File: config.mk
export PLATFORM = sky130hd
export DESIGN_NAME = qspi_apb_host
export DESIGN_NICKNAME = d
export VERILOG_FILES = /design/src/hdl/qspi_pkg.sv /design/src/hdl/qspi_regs.sv /design/src/hdl/qspi_shifter.sv /design/src/hdl/qspi_burst.sv /design/src/hdl/qspi_apb_host.sv
export SDC_FILE = /design/constraint.sdc
export NUM_CORES = 2
export LEC_CHECK = 0
export BUFFER_PORTS_ARGS = -buffer_cell sky130_fd_sc_hd__buf_4
export CORE_MARGIN = 4
export CORE_UTILIZATION = 40
export DETAILED_ROUTE_END_ITERATION = 7
export PLACE_DENSITY = 0.57
export SLEW_MARGIN = 20
export SYNTH_ARGS = -nofsm -noshare
export SYNTH_HDL_FRONTEND = slang
export SYNTH_SLANG_ARGS = --single-unit
File: constraint.sdc
create_clock -name apb -period 7.65 [get_ports apb]
set_input_delay 1.53 -clock apb [delete_from_list [all_inputs] [get_ports apb]]
set_output_delay 1.53 -clock apb [all_outputs]
set_load 0.1 [all_outputs]
File: src/hdl/qspi_pkg.sv
`default_nettype none

package qspi_pkg;

	//////////////////////////////
	// Sizes

	// Divider from the APB clock to half an SCK period
	localparam int CLKDIV_W     = 16;
	localparam int CLKDIV_RESET = 100;

	// Burst read limits
	localparam int BURST_MAX    = 256;
	localparam int BURST_LEN_W  = 9;

	// Receive buffer of 32 bit words
	localparam int BUF_DEPTH    = 64;
	localparam int BUF_ADDR_W   = 6;

	//////////////////////////////
	// Register map

	// Offsets spaced 0x20 apart
	typedef enum logic [8:0] {
		REG_CLK_DIV     = 9'h000,
		REG_DATA        = 9'h020,
		REG_CS_N        = 9'h040,
		REG_STATUS      = 9'h060,
		REG_STATUS_2    = 9'h080,
		REG_BURST_RDLEN = 9'h0a0,
		REG_QUAD_CAP    = 9'h0c0,
		// Receive buffer window, everything from here up
		REG_BURST_RXBUF = 9'h100
	} reg_addr_t;

	//////////////////////////////
	// APB completer port

	typedef struct packed {
		logic        psel;
		logic        penable;
		logic        pwrite;
		logic [8:0]  paddr;
		logic [31:0] pwdata;
	} apb_req_t;

	typedef struct packed {
		logic        pready;
		logic        pslverr;
		logic [31:0] prdata;
	} apb_rsp_t;

endpackage

`default_nettype wire

File: src/hdl/qspi_regs.sv
`timescale 1ns/10ps
`default_nettype none

module qspi_regs (
	input  wire logic                                apb,
	input  wire logic                                arst_n,
	input  wire qspi_pkg::apb_req_t                  req,
	output qspi_pkg::apb_rsp_t                       rsp,
	output logic [qspi_pkg::CLKDIV_W-1:0]            clk_div,
	output logic                                     cs_n,
	output logic                                     shift_start,
	output logic [7:0]                               tx_byte,
	input  wire logic [7:0]                          rx_byte,
	input  wire logic                                shift_done,
	output logic                                     burst_start,
	output logic [qspi_pkg::BURST_LEN_W-1:0]         burst_len,
	input  wire logic                                burst_next,
	input  wire logic                                burst_busy,
	output logic [qspi_pkg::BUF_ADDR_W-1:0]          buf_raddr,
	input  wire logic [31:0]                         buf_rdata
);
	import qspi_pkg::*;

	logic        acc;
	logic        wr;
	logic        busy;
	logic        shift_busy;
	logic        data_start;
	logic        wr_err;
	logic        rd_err;
	logic [31:0] rd_data;

	//////////////////////////////
	// Access decode

	// Zero wait states
	assign acc  = req.psel && req.penable;
	assign wr   = acc && req.pwrite;
	assign busy = shift_busy || burst_busy;

	// Writes while busy are dropped
	assign data_start  = wr && (req.paddr == REG_DATA) && !busy;
	assign burst_start = wr && (req.paddr == REG_BURST_RDLEN) && (req.pwdata != '0) && !busy;

	// Clamp to one full buffer
	assign burst_len = (req.pwdata > 32'(BURST_MAX)) ? BURST_LEN_W'(BURST_MAX)
		: req.pwdata[BURST_LEN_W-1:0];

	// Word index into the receive buffer
	assign buf_raddr = req.paddr[BUF_ADDR_W+1:2];

	//////////////////////////////
	// Read mux and errors

	always_comb begin
		rd_data = '0;
		wr_err  = 1'b0;
		rd_err  = 1'b0;
		case (req.paddr)
			REG_CLK_DIV:     rd_data = 32'(clk_div);
			REG_DATA:        rd_data = {24'h0, rx_byte};
			REG_CS_N:        rd_data = {31'h0, cs_n};
			// Status is read only
			REG_STATUS, REG_STATUS_2: begin
				rd_data = {31'h0, busy};
				wr_err  = 1'b1;
			end
			// Write only, reads as zero
			REG_BURST_RDLEN: rd_data = '0;
			REG_QUAD_CAP: begin
				rd_data = 32'h1;
				wr_err  = 1'b1;
			end
			default: begin
				if (req.paddr >= REG_BURST_RXBUF) begin
					rd_data = buf_rdata;
				end else begin
					rd_err = 1'b1;
				end
				// Buffer and holes both refuse writes
				wr_err = 1'b1;
			end
		endcase
	end

	assign rsp.pready  = acc;
	assign rsp.pslverr = acc && (req.pwrite ? wr_err : rd_err);
	assign rsp.prdata  = (acc && !req.pwrite) ? rd_data : '0;

	//////////////////////////////
	// Control registers

	always_ff @(posedge apb or negedge arst_n) begin
		if (!arst_n) begin
			clk_div     <= CLKDIV_W'(CLKDIV_RESET);
			cs_n        <= 1'b1;
			shift_start <= 1'b0;
			shift_busy  <= 1'b0;
		end else begin
			// Single byte or next burst byte, launched one clock later
			shift_start <= data_start || burst_next;
			if (data_start || burst_next) begin
				shift_busy <= 1'b1;
			end else if (shift_done) begin
				shift_busy <= 1'b0;
			end
			// Zero divider would stall SCK
			if (wr && (req.paddr == REG_CLK_DIV)) begin
				clk_div <= (req.pwdata[CLKDIV_W-1:0] == '0) ? CLKDIV_W'(1)
					: req.pwdata[CLKDIV_W-1:0];
			end
			if (wr && (req.paddr == REG_CS_N)) begin
				cs_n <= req.pwdata[0];
			end
		end
	end

	// Burst bytes shift out zeros
	always_ff @(posedge apb) begin
		if (data_start || burst_next) begin
			tx_byte <= data_start ? req.pwdata[7:0] : 8'h00;
		end
	end

	// New shift only after the previous one reported done
	a_no_overlap: assert property (@(posedge apb) disable iff (!arst_n)
		shift_start |-> (!$past(shift_busy) || $past(shift_done)));

endmodule

`default_nettype wire

File: src/hdl/qspi_shifter.sv
`timescale 1ns/10ps
`default_nettype none

module qspi_shifter (
	input  wire logic                           apb,
	input  wire logic                           arst_n,
	input  wire logic [qspi_pkg::CLKDIV_W-1:0]  clk_div,
	input  wire logic                           shift_start,
	input  wire logic [7:0]                     tx_byte,
	output logic                                shift_done,
	output logic [7:0]                          rx_byte,
	output logic                                sck,
	output logic [3:0]                          dq_out,
	input  wire logic [3:0]                     dq_in,
	output logic [3:0]                          dq_tris
);
	import qspi_pkg::*;

	logic                active;
	logic [CLKDIV_W-1:0] div_cnt;
	logic [4:0]          edge_cnt;
	logic [7:0]          shreg;
	logic                sample;
	logic                tick;
	logic                finish;

	// Half SCK period elapsed
	assign tick   = active && (div_cnt == clk_div - 1'b1);
	// Tail after the 16th edge
	assign finish = tick && (edge_cnt == 5'd16);

	// Single lane, MSB first on dq[0]
	assign dq_out  = {3'b000, active && shreg[7]};
	// High bit means the lane is driven
	assign dq_tris = {3'b000, active};

	//////////////////////////////
	// SCK and sequencing

	always_ff @(posedge apb or negedge arst_n) begin
		if (!arst_n) begin
			active     <= 1'b0;
			div_cnt    <= '0;
			edge_cnt   <= '0;
			sck        <= 1'b0;
			shift_done <= 1'b0;
		end else begin
			shift_done <= 1'b0;
			if (shift_start) begin
				active   <= 1'b1;
				div_cnt  <= '0;
				edge_cnt <= '0;
			end else if (finish) begin
				active     <= 1'b0;
				div_cnt    <= '0;
				shift_done <= 1'b1;
			end else if (tick) begin
				div_cnt  <= '0;
				sck      <= !sck;
				edge_cnt <= edge_cnt + 5'd1;
			end else if (active) begin
				div_cnt <= div_cnt + 1'b1;
			end
		end
	end

	//////////////////////////////
	// Data path

	always_ff @(posedge apb) begin
		if (shift_start) begin
			shreg <= tx_byte;
		end else if (tick && !finish) begin
			// Mode 0 samples on rising SCK
			if (!sck) begin
				sample <= dq_in[1];
			end else begin
				// Falling SCK shifts out next bit and keeps the sample
				shreg <= {shreg[6:0], sample};
			end
		end
		if (finish) begin
			rx_byte <= shreg;
		end
	end

	a_sck_idle: assert property (@(posedge apb) disable iff (!arst_n)
		!active |-> !sck);

	// Next byte only once the current one has ended
	a_start_idle: assert property (@(posedge apb) disable iff (!arst_n)
		shift_start |-> !active);

endmodule

`default_nettype wire

File: src/hdl/qspi_burst.sv
`timescale 1ns/10ps
`default_nettype none

module qspi_burst (
	input  wire logic                               apb,
	input  wire logic                               arst_n,
	input  wire logic                               burst_start,
	input  wire logic [qspi_pkg::BURST_LEN_W-1:0]   burst_len,
	input  wire logic                               shift_done,
	input  wire logic [7:0]                         rx_byte,
	output logic                                    burst_next,
	output logic                                    burst_busy,
	input  wire logic [qspi_pkg::BUF_ADDR_W-1:0]    buf_raddr,
	output logic [31:0]                             buf_rdata
);
	import qspi_pkg::*;

	logic [BURST_LEN_W-1:0] remaining;
	logic [1:0]             byte_idx;
	logic [31:0]            word;
	logic                   wr_pending;
	logic                   last_pending;
	logic [BUF_ADDR_W-1:0]  wptr;
	logic [31:0]            mem [BUF_DEPTH];
	logic                   take;

	// Byte arriving for this burst
	assign take = burst_busy && shift_done;

	// First byte on start, then one per done until the count runs out
	assign burst_next = burst_start || (take && (remaining != BURST_LEN_W'(1)));

	// Combinational read port for the APB window
	assign buf_rdata = mem[buf_raddr];

	//////////////////////////////
	// Counters

	always_ff @(posedge apb or negedge arst_n) begin
		if (!arst_n) begin
			burst_busy   <= 1'b0;
			remaining    <= '0;
			byte_idx     <= '0;
			wr_pending   <= 1'b0;
			last_pending <= 1'b0;
			wptr         <= '0;
		end else begin
			wr_pending <= 1'b0;
			if (burst_start) begin
				burst_busy   <= 1'b1;
				remaining    <= burst_len;
				byte_idx     <= '0;
				last_pending <= 1'b0;
				wptr         <= '0;
			end else begin
				if (take) begin
					remaining    <= remaining - 1'b1;
					byte_idx     <= byte_idx + 2'd1;
					// Full word or final partial word
					wr_pending   <= (byte_idx == 2'd3) || (remaining == BURST_LEN_W'(1));
					last_pending <= (remaining == BURST_LEN_W'(1));
				end
				if (wr_pending) begin
					wptr <= wptr + 1'b1;
					if (last_pending) begin
						burst_busy <= 1'b0;
					end
				end
			end
		end
	end

	//////////////////////////////
	// Little endian packing

	always_ff @(posedge apb) begin
		// Cleared word gives the zero tail
		if (burst_start || wr_pending) begin
			word <= '0;
		end else if (take) begin
			word[8*byte_idx +: 8] <= rx_byte;
		end
		if (wr_pending) begin
			mem[wptr] <= word;
		end
	end

	// Top entry only ever holds the final word
	a_wptr_limit: assert property (@(posedge apb) disable iff (!arst_n)
		(wr_pending && (wptr == BUF_ADDR_W'(BUF_DEPTH - 1))) |-> last_pending);

endmodule

`default_nettype wire

File: src/hdl/qspi_apb_host.sv
`timescale 1ns/10ps
`default_nettype none

module qspi_apb_host (
	input  wire logic               apb,
	input  wire logic               arst_n,
	input  wire qspi_pkg::apb_req_t req,
	output qspi_pkg::apb_rsp_t      rsp,
	output logic                    qspi_sck,
	output logic [3:0]              qspi_dq_out,
	input  wire logic [3:0]         qspi_dq_in,
	output logic [3:0]              qspi_dq_tris,
	output logic                    qspi_cs_n
);
	import qspi_pkg::*;

	//////////////////////////////
	// Internal links

	logic [CLKDIV_W-1:0]    clk_div;
	logic                   shift_start;
	logic [7:0]             tx_byte;
	logic                   shift_done;
	logic [7:0]             rx_byte;
	logic                   burst_start;
	logic [BURST_LEN_W-1:0] burst_len;
	logic                   burst_next;
	logic                   burst_busy;
	logic [BUF_ADDR_W-1:0]  buf_raddr;
	logic [31:0]            buf_rdata;

	// Register file, steers the other two
	qspi_regs u_regs (
		.apb, .arst_n, .req, .rsp, .clk_div, .cs_n(qspi_cs_n), .shift_start, .tx_byte,
		.rx_byte, .shift_done, .burst_start, .burst_len, .burst_next, .burst_busy,
		.buf_raddr, .buf_rdata
	);

	// Byte engine on the flash pins
	qspi_shifter u_shifter (
		.apb, .arst_n, .clk_div, .shift_start, .tx_byte, .shift_done, .rx_byte,
		.sck(qspi_sck), .dq_out(qspi_dq_out), .dq_in(qspi_dq_in), .dq_tris(qspi_dq_tris)
	);

	// Burst reads into the buffer
	qspi_burst u_burst (
		.apb, .arst_n, .burst_start, .burst_len, .shift_done, .rx_byte, .burst_next,
		.burst_busy, .buf_raddr, .buf_rdata
	);

endmodule

`default_nettype wire

==> impl_metrics.ini <==
[run_status]
outcome = complete, no violations

[die]
die-area_sq_mm = 0.218
initial_utilization_pct = 40.2
boundaryPins = 94
rows = 168
die_x_microns = 467
die_h_microns = 467
core_sq_mm = 0.210

[cts]
numCtsBuffers = 212
path_clk_slew_ps = 60
clock_latency_ps = 840
cts_buffer_depth = 3
clock_tree.root_cell = clkbuf_16
ctsResizeCount = 0
cts_tree = yes
post-cts-setup-buffers = 0
clock-sinks = 2168
cts_max_level = 4
hold_buffers = 0

[worst_setup_path]
crit_required_ps = 6120
regToRegStartpoint = u_regs.clk_div[0]
worstSetupStartpoint = req[34]
worstPathArrival_ps = 5080
endpoint_kind = output port
worstSetupPathType = in -> out
critPathLaunchType = primary input
crit_fanout = 59

[timing]
hold_slack_ps = 451
rsz0062_at_grt = false
maxSlewViolCount = 0
timing.final.crit_share_pct = 86.4
fin_setup_tns_ps = 0
setup_violations = 0
worst_slew_pin_slew_ps = 1040
timing.fmax_mhz = 151
slew_headroom_pct = 30.9
period_minus_slack_ps = 6610
final_hold_viol_count = 0
finClkSkew_ps = 34.8

[global_route]
grt_max_degree = 85
grt-ovfl-total = 0
grt_pass1_wl_mm = 303
track_usage_pct = 19.5
antenna_found_initial = 15
grt_pass1_vias = 40429

[cells_and_area]
final_common_cell = edfxtp_1
final_util_pct = 45.9
final_cell_mix = edfxtp_1, mux4_2, clkbuf_16
layout-drive-gt1-share_pct = 32.1
syn_to_final_growth_pct = 14.2
finalNetCount = 3991
n_fill_cell = 17238

[yosys]
avgSynthCellArea_sq_um = 22.8
synth_cell_types = 73
synth-edff-count = 2073
synth_cells = 3695
synth_xor_area_share_pct = 0.333
synth.mux.area_fraction_pct = 18.3
synth_fa_ha_area_share_pct = 0.193
synth-warning-count = 0
synth-async-reset-ratio_pct = 2.91
synth_ff_type = edfxtp_1
synth_top_family_by_area = multiplexers
synthSimpleGateAreaFrac_pct = 2.32
ys_ff_latch = 2168
synth.cell_area_sq_mm = 0.0842
synth-compound-area-share_pct = 1.20
ys_seq_area_share_pct = 76.5

[power]
comb_power_share_pct = 3.7
p_seq_share_pct = 54.0
switching_share_pct = 20.8
vdd_ir_drop_max_v = 0.000237
switching_power_mw = 4.98
cellPowerDensity_mw_per_mm2 = 249
clockPowerShare_pct = 42.4
p_leak_nw = 33.2
internal_power_mw = 18.9

[route]
vias = 39541
vias_per_cell = 5.72
ant_nets = 0
wl_mm = 213
initialDrtViolationCount = 4702
drcViolationCount = 0
drt_first_pass_iters = 7
wl_per_cell_microns = 30.7

[worst_hold_path]
hp-start = u_shifter.shreg[6]
min_path_type = reg -> reg

[place]
place.gp.congestion = 0.804
hpwlAfterDp_mm = 116
port_buffers = 84

[job]
drv_cap = 0
cell type report:
class,count,area [sq um],area share (%)
Multi-Input combinational cell,1306,19400,20.1
Clock buffer,281,5680,5.91
Inverter,18,67.6,0.0703
Timing Repair Buffer,222,1950,2.02
Sequential cell,2168,64500,67.1
Clock inverter,115,1040,1.09
Tap cell,2805,3510,3.65
Antenna cell,1,2.50,0.00260
critical path, stage by stage:
cell	delay (ps)
buf_8	620
buf_4	580
mux4_2	580
mux4_2	460
mux2i_1	460
o22a_1	230
o21ai_0	160
buf_4	310
final timing paths:
path,endpoint,slack (ps),cells after the start
max,rsp[2],1040,8
min,u_shifter.rx_byte[6],450,0
max reg2reg,u_shifter.shreg[5],3140,9
min reg2reg,u_shifter.rx_byte[6],450,0
max in group asynchronous,u_burst.wptr[2],6220,1
min in group asynchronous,u_regs.clk_div[13],820,1
flip-flops by register name, summed over array words and instances (netlist names), 8 cells and up:
signal             count
u_regs.tx_byte         8
u_burst.remaining      9
u_shifter.shreg        8
u_burst.word          32
u_regs.clk_div        16
u_shifter.div_cnt     16
u_shifter.rx_byte      8
u_burst.mem         2048
stage by stage:
step / setup slack, ps / cell area [sq um] / instances / total power, mW
final: 1040 / 96100 / 6916 / 23.9
after global routing: 826 / 96100 / 6916 / 24.7
after CTS: 1020 / 96100 / 6915 / 24.1
after detailed placement: 1010 / 89400 / 6519 / 14.1
after global placement: 991 / 89400 / 6519 / 14.0
after floorplan: 205 / 84200 / 3700 / 13.7
power groups by stage:
stage	Combinational, mW	Sequential [mW]	Clock, mW
4_1_cts	0.896	12.9	10.3
3_5_place_dp	0.895	13.2	0
5_1_grt	0.934	12.9	10.8
2_1_floorplan	0.551	13.2	0
6_report	0.881	12.9	10.1
3_3_place_gp	0.889	13.2	0
logic make-up after synthesis:
| family | count (synthesis) |
|---|---|
| compound gates | 153 |
| xor+xnor | 32 |
| fa+ha+maj | 13 |
| buf+inv | 226 |
| flops | 2168 |
| mux | 722 |
| other cells | 1 |
| simple gates | 380 |
metal layers:
layer / vias up / wire [microns] / global-route usage [%]
met3: 265 / 13800 / 3.38
met1: 21769 / 90200 / 27.6
met2: 1350 / 104000 / 31.6
met5: - / 0 / 0
li1: 16157 / - / -
met4: 0 / 4320 / 4.73
Yosys cell counts, drive strengths merged (4+ instances only):
cell type,instances,share of area (%)
a31oi,6,0.045
clkbuf,118,0.53
nand2b,13,0.097
o21ai,31,0.18
edfxtp,2073,74
dfxtp,32,0.76
nor4b,7,0.080
and2,12,0.089
a21o,6,0.053
nand4,12,0.089
dfstp,4,0.12
nor3,29,0.18
inv,18,0.080
xor2,18,0.19
nand3,19,0.11
buf,90,0.46
mux2,29,0.39
nand3b,6,0.053
dfrtp,59,1.8
nor4,17,0.13
a22oi,34,0.30
or2,7,0.052
nor2,146,0.65
nor2b,28,0.21
a21oi,37,0.22
nand2,44,0.20
xnor2,14,0.15
ha,13,0.19
or3,7,0.052
or4b,5,0.059
mux2i,40,0.48
mux4,653,17
o22a,7,0.073
or4,8,0.076
and3,5,0.037
Power figures use the tool's default switching activity.
